## src/vga_macros.svh

```systemverilog
`ifndef VGA_MACROS_SVH
`define VGA_MACROS_SVH

// ----------------------------------------------------------------------
// horizontal timing, in pixels
// ----------------------------------------------------------------------
`define H_VISIBLE      10'd640
`define H_FRONT        10'd16
`define H_SYNC         10'd96
`define H_BACK         10'd48
// full line, 800 pixels
`define H_TOTAL        (`H_VISIBLE + `H_FRONT + `H_SYNC + `H_BACK)
// first and last pixel of the sync pulse
`define H_SYNC_START   (`H_VISIBLE + `H_FRONT)
`define H_SYNC_END     (`H_SYNC_START + `H_SYNC - 10'd1)

// ----------------------------------------------------------------------
// vertical timing, in lines
// ----------------------------------------------------------------------
`define V_VISIBLE      10'd480
`define V_FRONT        10'd10
`define V_SYNC         10'd2
`define V_BACK         10'd33
// full frame, 525 lines
`define V_TOTAL        (`V_VISIBLE + `V_FRONT + `V_SYNC + `V_BACK)
`define V_SYNC_START   (`V_VISIBLE + `V_FRONT)
`define V_SYNC_END     (`V_SYNC_START + `V_SYNC - 10'd1)

// ----------------------------------------------------------------------
// sprite geometry, top left corner and size
// ----------------------------------------------------------------------
`define SPRITE_X       10'd300
`define SPRITE_Y       10'd10
`define SPRITE_W       10'd32
`define SPRITE_H       10'd16

// glyph column masks, bit n is sprite column n
`define GLYPH_BAR      32'h00ff_ff00
`define GLYPH_LEFT     32'h0000_0f00
`define GLYPH_RIGHT    32'h00f0_0000

// ----------------------------------------------------------------------
// colors and pipeline
// ----------------------------------------------------------------------
`define SPRITE_RGB     3'b101
`define BG_RGB         3'b001
// counter registers to output registers
`define PIPE_DEPTH     2

`endif
```

## src/vga_pkg.sv

```systemverilog
package vga_pkg;

   // ----------------------------------------------------------------------
   // digit codes
   // ----------------------------------------------------------------------
   // 4-bit code, 10 to 15 are illegal
   // the glyph stage draws nothing for an illegal code
   typedef enum logic [3:0]
   {
      digit_zero  = 4'd0,
      digit_one   = 4'd1,
      digit_two   = 4'd2,
      digit_three = 4'd3,
      digit_four  = 4'd4,
      digit_five  = 4'd5,
      digit_six   = 4'd6,
      digit_seven = 4'd7,
      digit_eight = 4'd8,
      digit_nine  = 4'd9
   } digit_e;

   // ----------------------------------------------------------------------
   // pixel color
   // ----------------------------------------------------------------------
   // one bit per gun, packs to {r, g, b}
   // so 3'b101 is magenta and 3'b001 is blue
   typedef struct packed
   {
      logic r;
      logic g;
      logic b;
   } rgb_t;

endpackage

```

## src/scoreboard_top.sv

```systemverilog
`timescale 1ns/1ps

module scoreboard_top
   import vga_pkg::*;
(
   input  logic   clk,
   input  logic   reset,
   input  digit_e digit_sel,
   output rgb_t   rgb,
   output logic   hsync,
   output logic   vsync
);

   // ----------------------------------------------------------------------
   // stage to stage wires
   // ----------------------------------------------------------------------
   // timing stage outputs, cycle 0
   logic [9:0] pix_x;
   logic [9:0] pix_y;
   logic       video_on;
   logic       hsync_raw;
   logic       vsync_raw;
   logic       refr_tick;

   // glyph stage outputs, cycle 1
   logic       sprite_on;
   logic       video_on_d;
   logic       hsync_d;
   logic       vsync_d;

   // ----------------------------------------------------------------------
   // stages
   // ----------------------------------------------------------------------
   pixel_timing u_timing
   (
      .clk       (clk),
      .reset     (reset),
      .pix_x     (pix_x),
      .pix_y     (pix_y),
      .video_on  (video_on),
      .hsync_raw (hsync_raw),
      .vsync_raw (vsync_raw),
      .refr_tick (refr_tick)
   );

   digit_sprite u_sprite
   (
      .clk        (clk),
      .reset      (reset),
      .pix_x      (pix_x),
      .pix_y      (pix_y),
      .video_on   (video_on),
      .hsync_raw  (hsync_raw),
      .vsync_raw  (vsync_raw),
      .refr_tick  (refr_tick),
      .digit_sel  (digit_sel),
      .sprite_on  (sprite_on),
      .video_on_d (video_on_d),
      .hsync_d    (hsync_d),
      .vsync_d    (vsync_d)
   );

   // registered outputs, cycle 2
   pixel_color u_color
   (
      .clk        (clk),
      .reset      (reset),
      .sprite_on  (sprite_on),
      .video_on_d (video_on_d),
      .hsync_d    (hsync_d),
      .vsync_d    (vsync_d),
      .rgb        (rgb),
      .hsync      (hsync),
      .vsync      (vsync)
   );

endmodule

```

## src/pixel_color.sv

```systemverilog
`timescale 1ns/1ps

`include "vga_macros.svh"

module pixel_color
   import vga_pkg::*;
(
   input  logic clk,
   input  logic reset,
   input  logic sprite_on,
   input  logic video_on_d,
   input  logic hsync_d,
   input  logic vsync_d,
   output rgb_t rgb,
   output logic hsync,
   output logic vsync
);

   // ----------------------------------------------------------------------
   // color merge
   // ----------------------------------------------------------------------
   rgb_t rgb_next;

   // blanking wins, then the sprite, then background
   always_comb
   begin
      if (!video_on_d)
      begin
         rgb_next = '0;
      end
      else if (sprite_on)
      begin
         rgb_next = `SPRITE_RGB;
      end
      else
      begin
         rgb_next = `BG_RGB;
      end
   end

   // ----------------------------------------------------------------------
   // output registers
   // ----------------------------------------------------------------------
   // syncs take the same extra cycle as rgb
   // total latency PIPE_DEPTH from the counters
   always_ff @(posedge clk or posedge reset)
   begin
      if (reset)
      begin
         rgb   <= '0;
         hsync <= 1'b1;
         vsync <= 1'b1;
      end
      else
      begin
         rgb   <= rgb_next;
         hsync <= hsync_d;
         vsync <= vsync_d;
      end
   end

endmodule

```

## src/digit_sprite.sv

```systemverilog
`timescale 1ns/1ps

`include "vga_macros.svh"

module digit_sprite
   import vga_pkg::*;
(
   input  logic       clk,
   input  logic       reset,
   input  logic [9:0] pix_x,
   input  logic [9:0] pix_y,
   input  logic       video_on,
   input  logic       hsync_raw,
   input  logic       vsync_raw,
   input  logic       refr_tick,
   input  digit_e     digit_sel,
   output logic       sprite_on,
   output logic       video_on_d,
   output logic       hsync_d,
   output logic       vsync_d
);

   // ----------------------------------------------------------------------
   // current digit
   // ----------------------------------------------------------------------
   digit_e cur_digit;

   // sampled once per frame so the glyph never tears
   always_ff @(posedge clk or posedge reset)
   begin
      if (reset)
      begin
         cur_digit <= digit_zero;
      end
      else if (refr_tick)
      begin
         cur_digit <= digit_sel;
      end
   end

   // ----------------------------------------------------------------------
   // sprite window and rom address
   // ----------------------------------------------------------------------
   logic       in_window;
   logic [9:0] row_off;
   logic [9:0] col_off;
   logic [3:0] rom_row;
   logic [4:0] rom_col;

   assign in_window = (pix_x >= `SPRITE_X) && (pix_x <= (`SPRITE_X + `SPRITE_W - 10'd1)) &&
                      (pix_y >= `SPRITE_Y) && (pix_y <= (`SPRITE_Y + `SPRITE_H - 10'd1));

   // offsets into the glyph, only meaningful inside the window
   assign row_off = pix_y - `SPRITE_Y;
   assign col_off = pix_x - `SPRITE_X;
   assign rom_row = row_off[3:0];
   assign rom_col = col_off[4:0];

   // ----------------------------------------------------------------------
   // glyph rom
   // ----------------------------------------------------------------------
   // segment order {g, f, e, d, c, b, a}
   logic [6:0]  seg;
   logic        seg_a, seg_b, seg_c, seg_d, seg_e, seg_f, seg_g;
   logic [31:0] rom_data;
   logic        rom_bit;

   always_comb
   begin
      case (cur_digit)
         digit_zero:  seg = 7'b0111111;
         digit_one:   seg = 7'b0000110;
         digit_two:   seg = 7'b1011011;
         digit_three: seg = 7'b1001111;
         digit_four:  seg = 7'b1100110;
         digit_five:  seg = 7'b1101101;
         digit_six:   seg = 7'b1111101;
         digit_seven: seg = 7'b0000111;
         digit_eight: seg = 7'b1111111;
         digit_nine:  seg = 7'b1101111;
         // illegal code, blank glyph
         default:     seg = 7'b0000000;
      endcase
   end

   assign seg_a = seg[0];
   assign seg_b = seg[1];
   assign seg_c = seg[2];
   assign seg_d = seg[3];
   assign seg_e = seg[4];
   assign seg_f = seg[5];
   assign seg_g = seg[6];

   // 16 rows in five bands, bar rows also carry the verticals
   // so the strokes join at the corners
   always_comb
   begin
      case (rom_row)
         // top bar
         4'd0, 4'd1:
            rom_data = ({32{seg_a}} & `GLYPH_BAR) |
                       ({32{seg_f}} & `GLYPH_LEFT) |
                       ({32{seg_b}} & `GLYPH_RIGHT);
         // upper verticals
         4'd2, 4'd3, 4'd4, 4'd5, 4'd6:
            rom_data = ({32{seg_f}} & `GLYPH_LEFT) |
                       ({32{seg_b}} & `GLYPH_RIGHT);
         // middle bar
         4'd7, 4'd8:
            rom_data = ({32{seg_g}} & `GLYPH_BAR) |
                       ({32{seg_f | seg_e}} & `GLYPH_LEFT) |
                       ({32{seg_b | seg_c}} & `GLYPH_RIGHT);
         // lower verticals
         4'd9, 4'd10, 4'd11, 4'd12, 4'd13:
            rom_data = ({32{seg_e}} & `GLYPH_LEFT) |
                       ({32{seg_c}} & `GLYPH_RIGHT);
         // bottom bar, rows 14 and 15
         default:
            rom_data = ({32{seg_d}} & `GLYPH_BAR) |
                       ({32{seg_e}} & `GLYPH_LEFT) |
                       ({32{seg_c}} & `GLYPH_RIGHT);
      endcase
   end

   assign rom_bit = rom_data[rom_col];

   // ----------------------------------------------------------------------
   // stage register
   // ----------------------------------------------------------------------
   // syncs idle high
   always_ff @(posedge clk or posedge reset)
   begin
      if (reset)
      begin
         sprite_on  <= 1'b0;
         video_on_d <= 1'b0;
         hsync_d    <= 1'b1;
         vsync_d    <= 1'b1;
      end
      else
      begin
         sprite_on  <= in_window & rom_bit;
         video_on_d <= video_on;
         hsync_d    <= hsync_raw;
         vsync_d    <= vsync_raw;
      end
   end

endmodule

```

## src/pixel_timing.sv

```systemverilog
`timescale 1ns/1ps

`include "vga_macros.svh"

module pixel_timing
(
   input  logic       clk,
   input  logic       reset,
   output logic [9:0] pix_x,
   output logic [9:0] pix_y,
   output logic       video_on,
   output logic       hsync_raw,
   output logic       vsync_raw,
   output logic       refr_tick
);

   // ----------------------------------------------------------------------
   // scan counters
   // ----------------------------------------------------------------------
   logic [9:0] h_count;
   logic [9:0] v_count;
   logic       h_end;
   logic       v_end;

   // last pixel of a line, last line of a frame
   assign h_end = (h_count == (`H_TOTAL - 10'd1));
   assign v_end = (v_count == (`V_TOTAL - 10'd1));

   // one clk per pixel, no divider
   always_ff @(posedge clk or posedge reset)
   begin
      if (reset)
      begin
         h_count <= '0;
         v_count <= '0;
      end
      else
      begin
         if (h_end)
         begin
            h_count <= '0;
            // line done, step the vertical counter
            if (v_end)
            begin
               v_count <= '0;
            end
            else
            begin
               v_count <= v_count + 10'd1;
            end
         end
         else
         begin
            h_count <= h_count + 10'd1;
         end
      end
   end

   // ----------------------------------------------------------------------
   // decode
   // ----------------------------------------------------------------------
   // coordinates straight from the counters
   assign pix_x = h_count;
   assign pix_y = v_count;

   // visible area only
   assign video_on = (h_count < `H_VISIBLE) && (v_count < `V_VISIBLE);

   // sync pulses, active low
   assign hsync_raw = !((h_count >= `H_SYNC_START) && (h_count <= `H_SYNC_END));
   assign vsync_raw = !((v_count >= `V_SYNC_START) && (v_count <= `V_SYNC_END));

   // once per frame, first pixel of the first blank line
   // comes well after the sprite rows, so a digit swap here is safe
   assign refr_tick = (h_count == 10'd0) && (v_count == `V_VISIBLE);

endmodule

```

## config.mk

```make
export PLATFORM = sky130hd
export DESIGN_NAME = scoreboard_top
export DESIGN_NICKNAME = d
export VERILOG_FILES = /design/src/vga_pkg.sv /design/src/scoreboard_top.sv /design/src/pixel_color.sv /design/src/digit_sprite.sv /design/src/pixel_timing.sv
export VERILOG_INCLUDE_DIRS = /design/src /design/src/src
export SDC_FILE = /design/constraint.sdc
export NUM_CORES = 1
export LEC_CHECK = 0
export ABC_AREA = 0
export BUFFER_PORTS_ARGS = -buffer_cell sky130_fd_sc_hd__clkbuf_2
export CAP_MARGIN = 20
export CORE_MARGIN = 1
export CORE_UTILIZATION = 30
export DETAILED_ROUTE_END_ITERATION = 7
export SLEW_MARGIN = 40
export SYNTH_ARGS = -nofsm -noshare
export SYNTH_HDL_FRONTEND = slang
export SYNTH_SLANG_ARGS = --single-unit
```

## constraint.sdc

```tcl
create_clock -name clk -period 2.9 [get_ports clk]
set_clock_uncertainty 0.05 [all_clocks]
set_input_delay 0.29 -clock clk [delete_from_list [all_inputs] [get_ports clk]]
set_output_delay 0.29 -clock clk [all_outputs]
set_load 0.02 [all_outputs]
```

Yosys cells after proc, flatten, opt, wreduce, memory -nomap -nowiden
Memory sizes are Yosys's and may differ from the RTL's. Cells that the tools add are included. W data, S select, Z words.

$add $sub $neg: 4. Magnitude comparators: 11. Eq/ne operators: 16. Multiplexer cells: 7. Bitwise logic cells: 11. Reduce and logical (&&, ||, !) cells: 15.

Operator list (count): $pmux W32 S4 (1); $or A32 B24 Y32 (3); $or A24 B12 Y24 (3); $or A12 B24 Y24 (2); $eq A4 B4 Y1 const B (6); $add A10 B1 Y10 const B (2); $eq A10 B10 Y1 const B (2); $ge A10 B9 Y1 const B (2); $le A10 B9 Y1 const B (2); $mux W10 (2); $eq A4 B3 Y1 const B (4); $eq A10 B9 Y1 const B (1); $ge A10 B10 Y1 const B (1); $ge A10 B4 Y1 const B (1); $le A10 B10 Y1 const B (1); $le A10 B5 Y1 const B (1); $logic_not A10 Y1 (1); $lt A10 B10 Y1 const B (1); $lt A10 B9 Y1 const B (1); $reduce_or A5 Y1 (2); $eq A4 B2 Y1 const B (2); $logic_and A1 B1 Y1 (7); $lt A5 B6 Y1 const B (1); $mux W3 (2); 10 further kinds (13).

Register bits after elaboration: 33. Bits in read-only memories: 112. Input port bits: 6. Output and inout port bits: 5. Word-level logic and storage cells: 77. Memories kept: 1.

Memories: (no name shown) (depth 16, width 7, read ports 1, clocked after memory_dff 0, write ports 0, line digit_sprite.sv:70) `case (cur_digit)`.

Longest topological paths before layout
An unclocked memory read counts as a cell.

Depth in word-level cells: 8. Depth in mapped cells: 9. Depth with buffers taken out: 9.

Cells and area by module
A second synthesis with hierarchy kept.

Cells, all modules: 211. Area total of the unflattened synthesis: 2023.2 um2.

By module, submodules not included: pixel_timing (instances 1, cells an instance 109, area each 1077.3 um2, sequential area each 500.5 um2); digit_sprite (instances 1, cells an instance 94, area each 822.0 um2, sequential area each 202.7 um2); pixel_color (instances 1, cells an instance 8, area each 123.9 um2, sequential area each 102.6 um2).

Worst setup path before layout
Ideal clock, no wire load.

Path kind: reg-to-reg. Start: register u_timing.v_count[0], in the netlist u_timing.pix_y[0]. End: register u_sprite.sprite_on. Library setup time: 129 ps. Arrival time: 2053 ps. Data required time: 2721 ps. Setup slack: 668 ps. Stages on the path, launching flop included: 10. Path buffers: 0. Period minus slack after synthesis: 2232 ps. Cells stage by stage: dfrtp_1 > inv_1 > ha_1 > or2_2 > nand2b_1 > o31a_1 > or3_1 > a21o_1 > a2bb2oi_1 > o32ai_1.

Word-level cells in the longest chain between the ends: 7. Elaborated cells between the ends (all ways): 27. Those cells by class: add/sub (1); order compare (2); eq/ne (13); mux (3); bitwise (1); reduce/logical (7).

Ends and longest elaborated chain: start: declaration (line pixel_timing.sv:21) `logic [9:0] v_count;`; start signal: assignment (line pixel_timing.sv:49) `v_count <= v_count + 10'd1;`; $sub A4 B4 Y4 (no source line); $eq A4 B4 Y1, or another cell as far along (line digit_sprite.sv:98) `case (rom_row)`; $reduce_or A5 Y1 / $reduce_or A2 Y1 (equally long branches) (line digit_sprite.sv:98); $pmux W32 S4 (line digit_sprite.sv:98); $bmux W1 S5 (line digit_sprite.sv:125) `assign rom_bit = rom_data[rom_col];`; $mux W1 (not written as such) (line digit_sprite.sv:125); $and A1 B1 Y1 (*) (line digit_sprite.sv:142) `sprite_on <= in_window & rom_bit;`; end signal: assignment (line digit_sprite.sv:142); end: declaration (line digit_sprite.sv:17) `output logic sprite_on,`.

Every way passes the cells marked *; elsewhere a longest branch is shown, timed or not. The select of a mux whose other input is x is not followed. A chain may end at the register's enable or synchronous reset.

Worst setup path in the final report
Same ends and word-level chain as after synthesis.

==> flow_metrics.py <==
metrics = {
    "outcome": {
        "status": "finished with violations",
        "violations": "design-rule violations, negative hold slack",
    },
    "synth": {
        "synth_seq_cells": 32,
        "ys_types": 51,
        "yosys-top-cells-count": "dfrtp_1, o21ai_0, ha_1, nor2_1",
        "async_flop_share_pct": 100,
        "synth_fp_nets": 243,
        "synth_enable_flop_cells": 0,
        "netlist_area_um2": 2030,
        "ys.flop_type": "dfrtp_1",
        "synth_largest_area_cell": "dfrtp_1",
        "syn_inst": 219,
        "synth_seq_area_share_pct": 39.8,
        "synth_top_cell_area_share_pct": 34.6,
        "ys_warn_count": 0,
        "yosysMostFrequentCell": "dfrtp_1",
        "ys_top_cells_by_area": "dfrtp_1, ha_1, dfstp_2, o21ai_0, a21oi_1",
        "avgSynthCellArea_um2": 9.26,
    },
    "timing": {
        "tightest_slew_ns": 0.608,
        "fin_crit_ns": 2.44,
        "max_slew_margin_pct": 59.4,
        "slew_viol_final": 0,
        "max_freq_ghz": 0.410,
        "fin_hold_ws_ns": -0.00371,
        "finalHoldViolations": 1,
        "rsz0062_at_grt": "false",
        "setup_viol": 0,
        "timing.final.crit_share_pct": 84.1,
        "final.setup.tns_ns": 0,
    },
    "floorplanning": {
        "die-area_um2": 7090,
        "io_pins": 11,
        "die_h_um": 84.2,
        "row_count": 29,
        "initial_core_util_pct": 31.6,
        "dieWidth_um": 84.2,
        "coreArea_um2": 6420,
    },
    "clocking": {
        "cts_resized": 0,
        "hold_buffers": 0,
        "cts.sinks": 32,
        "cts_tree": "built",
        "cts_buffer_depth": 2,
        "h-tree-depth": 2,
        "cts_root_buffer": "clkbuf_8",
        "postCtsSetupBuffers": 0,
        "path_clk_slew_ns": 0.08,
        "numCtsBuffers": 5,
        "clk_latency_ns": 0.29,
    },
    "critical_path": {
        "path_cells": "inv_1 -> ha_1 -> or2_2 -> nand2b_1 -> o31a_1 -> or3_1 -> a21o_1 -> a2bb2oi_1 -> o32ai_1",
        "cp.arrival_ns": 2.55,
        "crit_path_max_incr_delay_ns": 0.44,
        "cp-startpoint": "u_timing.pix_y[0]",
        "cp_max_fo": 6,
        "crit_buf_inv": 1,
        "endpoint_kind": "flop",
        "crit_family": "simple AND/OR/NAND/NOR gates",
        "cp_slowest_cell": "dfrtp_1",
        "rr_startpoint": "u_timing.pix_y[0]",
        "crit_type": "reg2reg",
        "start_kind": "flop",
        "required_ns": 3.01,
    },
    "drt": {
        "wirelength_um": 4070,
        "antenna_left": 0,
        "initialDrtViolationCount": 74,
        "first_pass_iters": 6,
        "drt_drc_violations_left": 2,
        "vias": 1523,
        "vias_per_cell": 5.03,
        "wl_per_cell_um": 13.4,
    },
    "layout": {
        "fillers": 664,
        "syn_to_final_growth_pct": 9.32,
        "fin_nets": 249,
        "drive_gt1_share_pct": 13.3,
        "antenna-diode-count": 0,
    },
    "job": {
        "maxCapViolations": 0,
    },
    "global_routing": {
        "grt_pass1_wl_um": 7080,
        "antenna_found_initial": 0,
        "grt.total_usage_pct": 12.8,
        "grt_overflow_total": 0,
        "grt_max_degree": 19,
        "grt_pass1_vias": 1452,
    },
    "pwr": {
        "pwr-share-seq_pct": 54.1,
        "switching_power_w": 0.000182,
        "p_int_w": 0.000643,
        "swShare_pct": 22.1,
        "ir_drop_mv": 0.121,
        "leakage_nw": 0.954,
        "power_frac_comb_pct": 1.8,
        "finalPower_w": 0.000825,
        "power_density_nw_per_um2": 372,
        "clkPwrFrac_pct": 44.1,
    },
    "hold_path": {
        "min_path_type": "in2async",
    },
    "placement": {
        "place_congestion": 0.862,
        "hpwl_um": 2940,
        "port_buffers": 9,
    },
}
worst reg2reg max path, cell delays in order, from the launching register on:
cell	delay (ns)
dfrtp_1	0.44
inv_1	0.12
ha_1	0.25
or2_2	0.31
nand2b_1	0.21
o31a_1	0.14
or3_1	0.39
a21o_1	0.16
a2bb2oi_1	0.14
o32ai_1	0.10
per-stage QoR:
stage	area [um^2]	cells	util (%)	setup WS, ns	hold WS (ns)
after global routing	2220	303	34.5	0.291	0.0458
after detailed placement	2120	295	33.0	0.499	0.297
after global placement	2120	295	33.0	0.557	0.296
final	2220	303	34.5	0.461	-0.00371
after CTS	2220	303	34.5	0.469	0.0190
after floorplan	2030	219	-	0.668	0.295
cells by family after synthesis:
logic type	after synthesis	share of synthesized area, %
AOI/OAI and AO/OA	45	12.7
xor gates and xnor gates	13	5.99
adders and majority gates	18	11.1
buffers and inverters	26	5.74
DFF	32	39.8
muxes	4	2.04
other	1	0.185
and+or+nand+nor	80	22.5
power groups by stage:
stage | sequential (W) | clock (W) | combinational, W
floorplan | 0.000455 | 0 | 0.00000875
global placement | 0.000455 | 0 | 0.0000151
detailed placement | 0.000455 | 0 | 0.0000155
CTS | 0.000446 | 0.000380 | 0.0000155
global route | 0.000446 | 0.000395 | 0.0000171
finish | 0.000446 | 0.000364 | 0.0000145
area by class of cell:
cell class / instances / area [um^2] / share of cell area (%)
clock buffer: 7 / 86.3 / 3.90
clock inverter: 1 / 7.51 / 0.339
inverter: 14 / 55.1 / 2.48
multi-input combinational: 161 / 1100 / 49.9
sequential: 32 / 806 / 36.4
tap: 77 / 96.3 / 4.35
timing repair buffer: 11 / 60.1 / 2.71
placed cells by master (no fill, tap or decap), drive strengths merged, types with 4 or more instances in the layout:
| cell type | n |
|---|---|
| dfstp | 4 |
| nor3 | 5 |
| o21ai | 21 |
| xnor2 | 7 |
| nor2 | 16 |
| nand3 | 7 |
| nand4 | 6 |
| and2 | 4 |
| a21oi | 13 |
| ha | 18 |
| nor4 | 5 |
| nand2 | 13 |
| or3 | 4 |
| xor2 | 6 |
| and3 | 4 |
| inv | 14 |
| clkbuf | 16 |
| nand2b | 5 |
| dfrtp | 28 |
per-layer routing:
layer | vias to the layer above | global-route usage, % | routed length [um]
met1 | 722 | 17.4 | 2100
met4 | 0 | 5.17 | 65
met2 | 17 | 19.7 | 1800
met3 | 7 | 2.95 | 99
met5 | - | 0 | 0
li1 | 777 | - | -
sequential cells by signal, summed over array words and instances, names as in the netlist:
name	flops
u_color.hsync	1
u_sprite.vsync_d	1
u_sprite.cur_digit	4
u_color.rgb	2
u_sprite.sprite_on	1
u_timing.pix_y	10
u_sprite.hsync_d	1
u_timing.pix_x	10
u_color.vsync	1
u_sprite.video_on_d	1
worst paths after layout:
| kind | end | slack, ns | cells past startpoint |
|---|---|---|---|
| setup / recovery | u_sprite.sprite_on | 0.46 | 9 |
| hold / removal | u_timing.pix_y[0] | -0.004 | 2 |
| setup reg to reg | u_sprite.sprite_on | 0.46 | 9 |
| hold reg to reg | u_color.hsync | 0.31 | 0 |
| max in group asynchronous | u_sprite.hsync_d | 2.06 | 3 |
| min in group clk | u_sprite.cur_digit[2] | 0.16 | 3 |
Power figures use the tool's default switching activity.
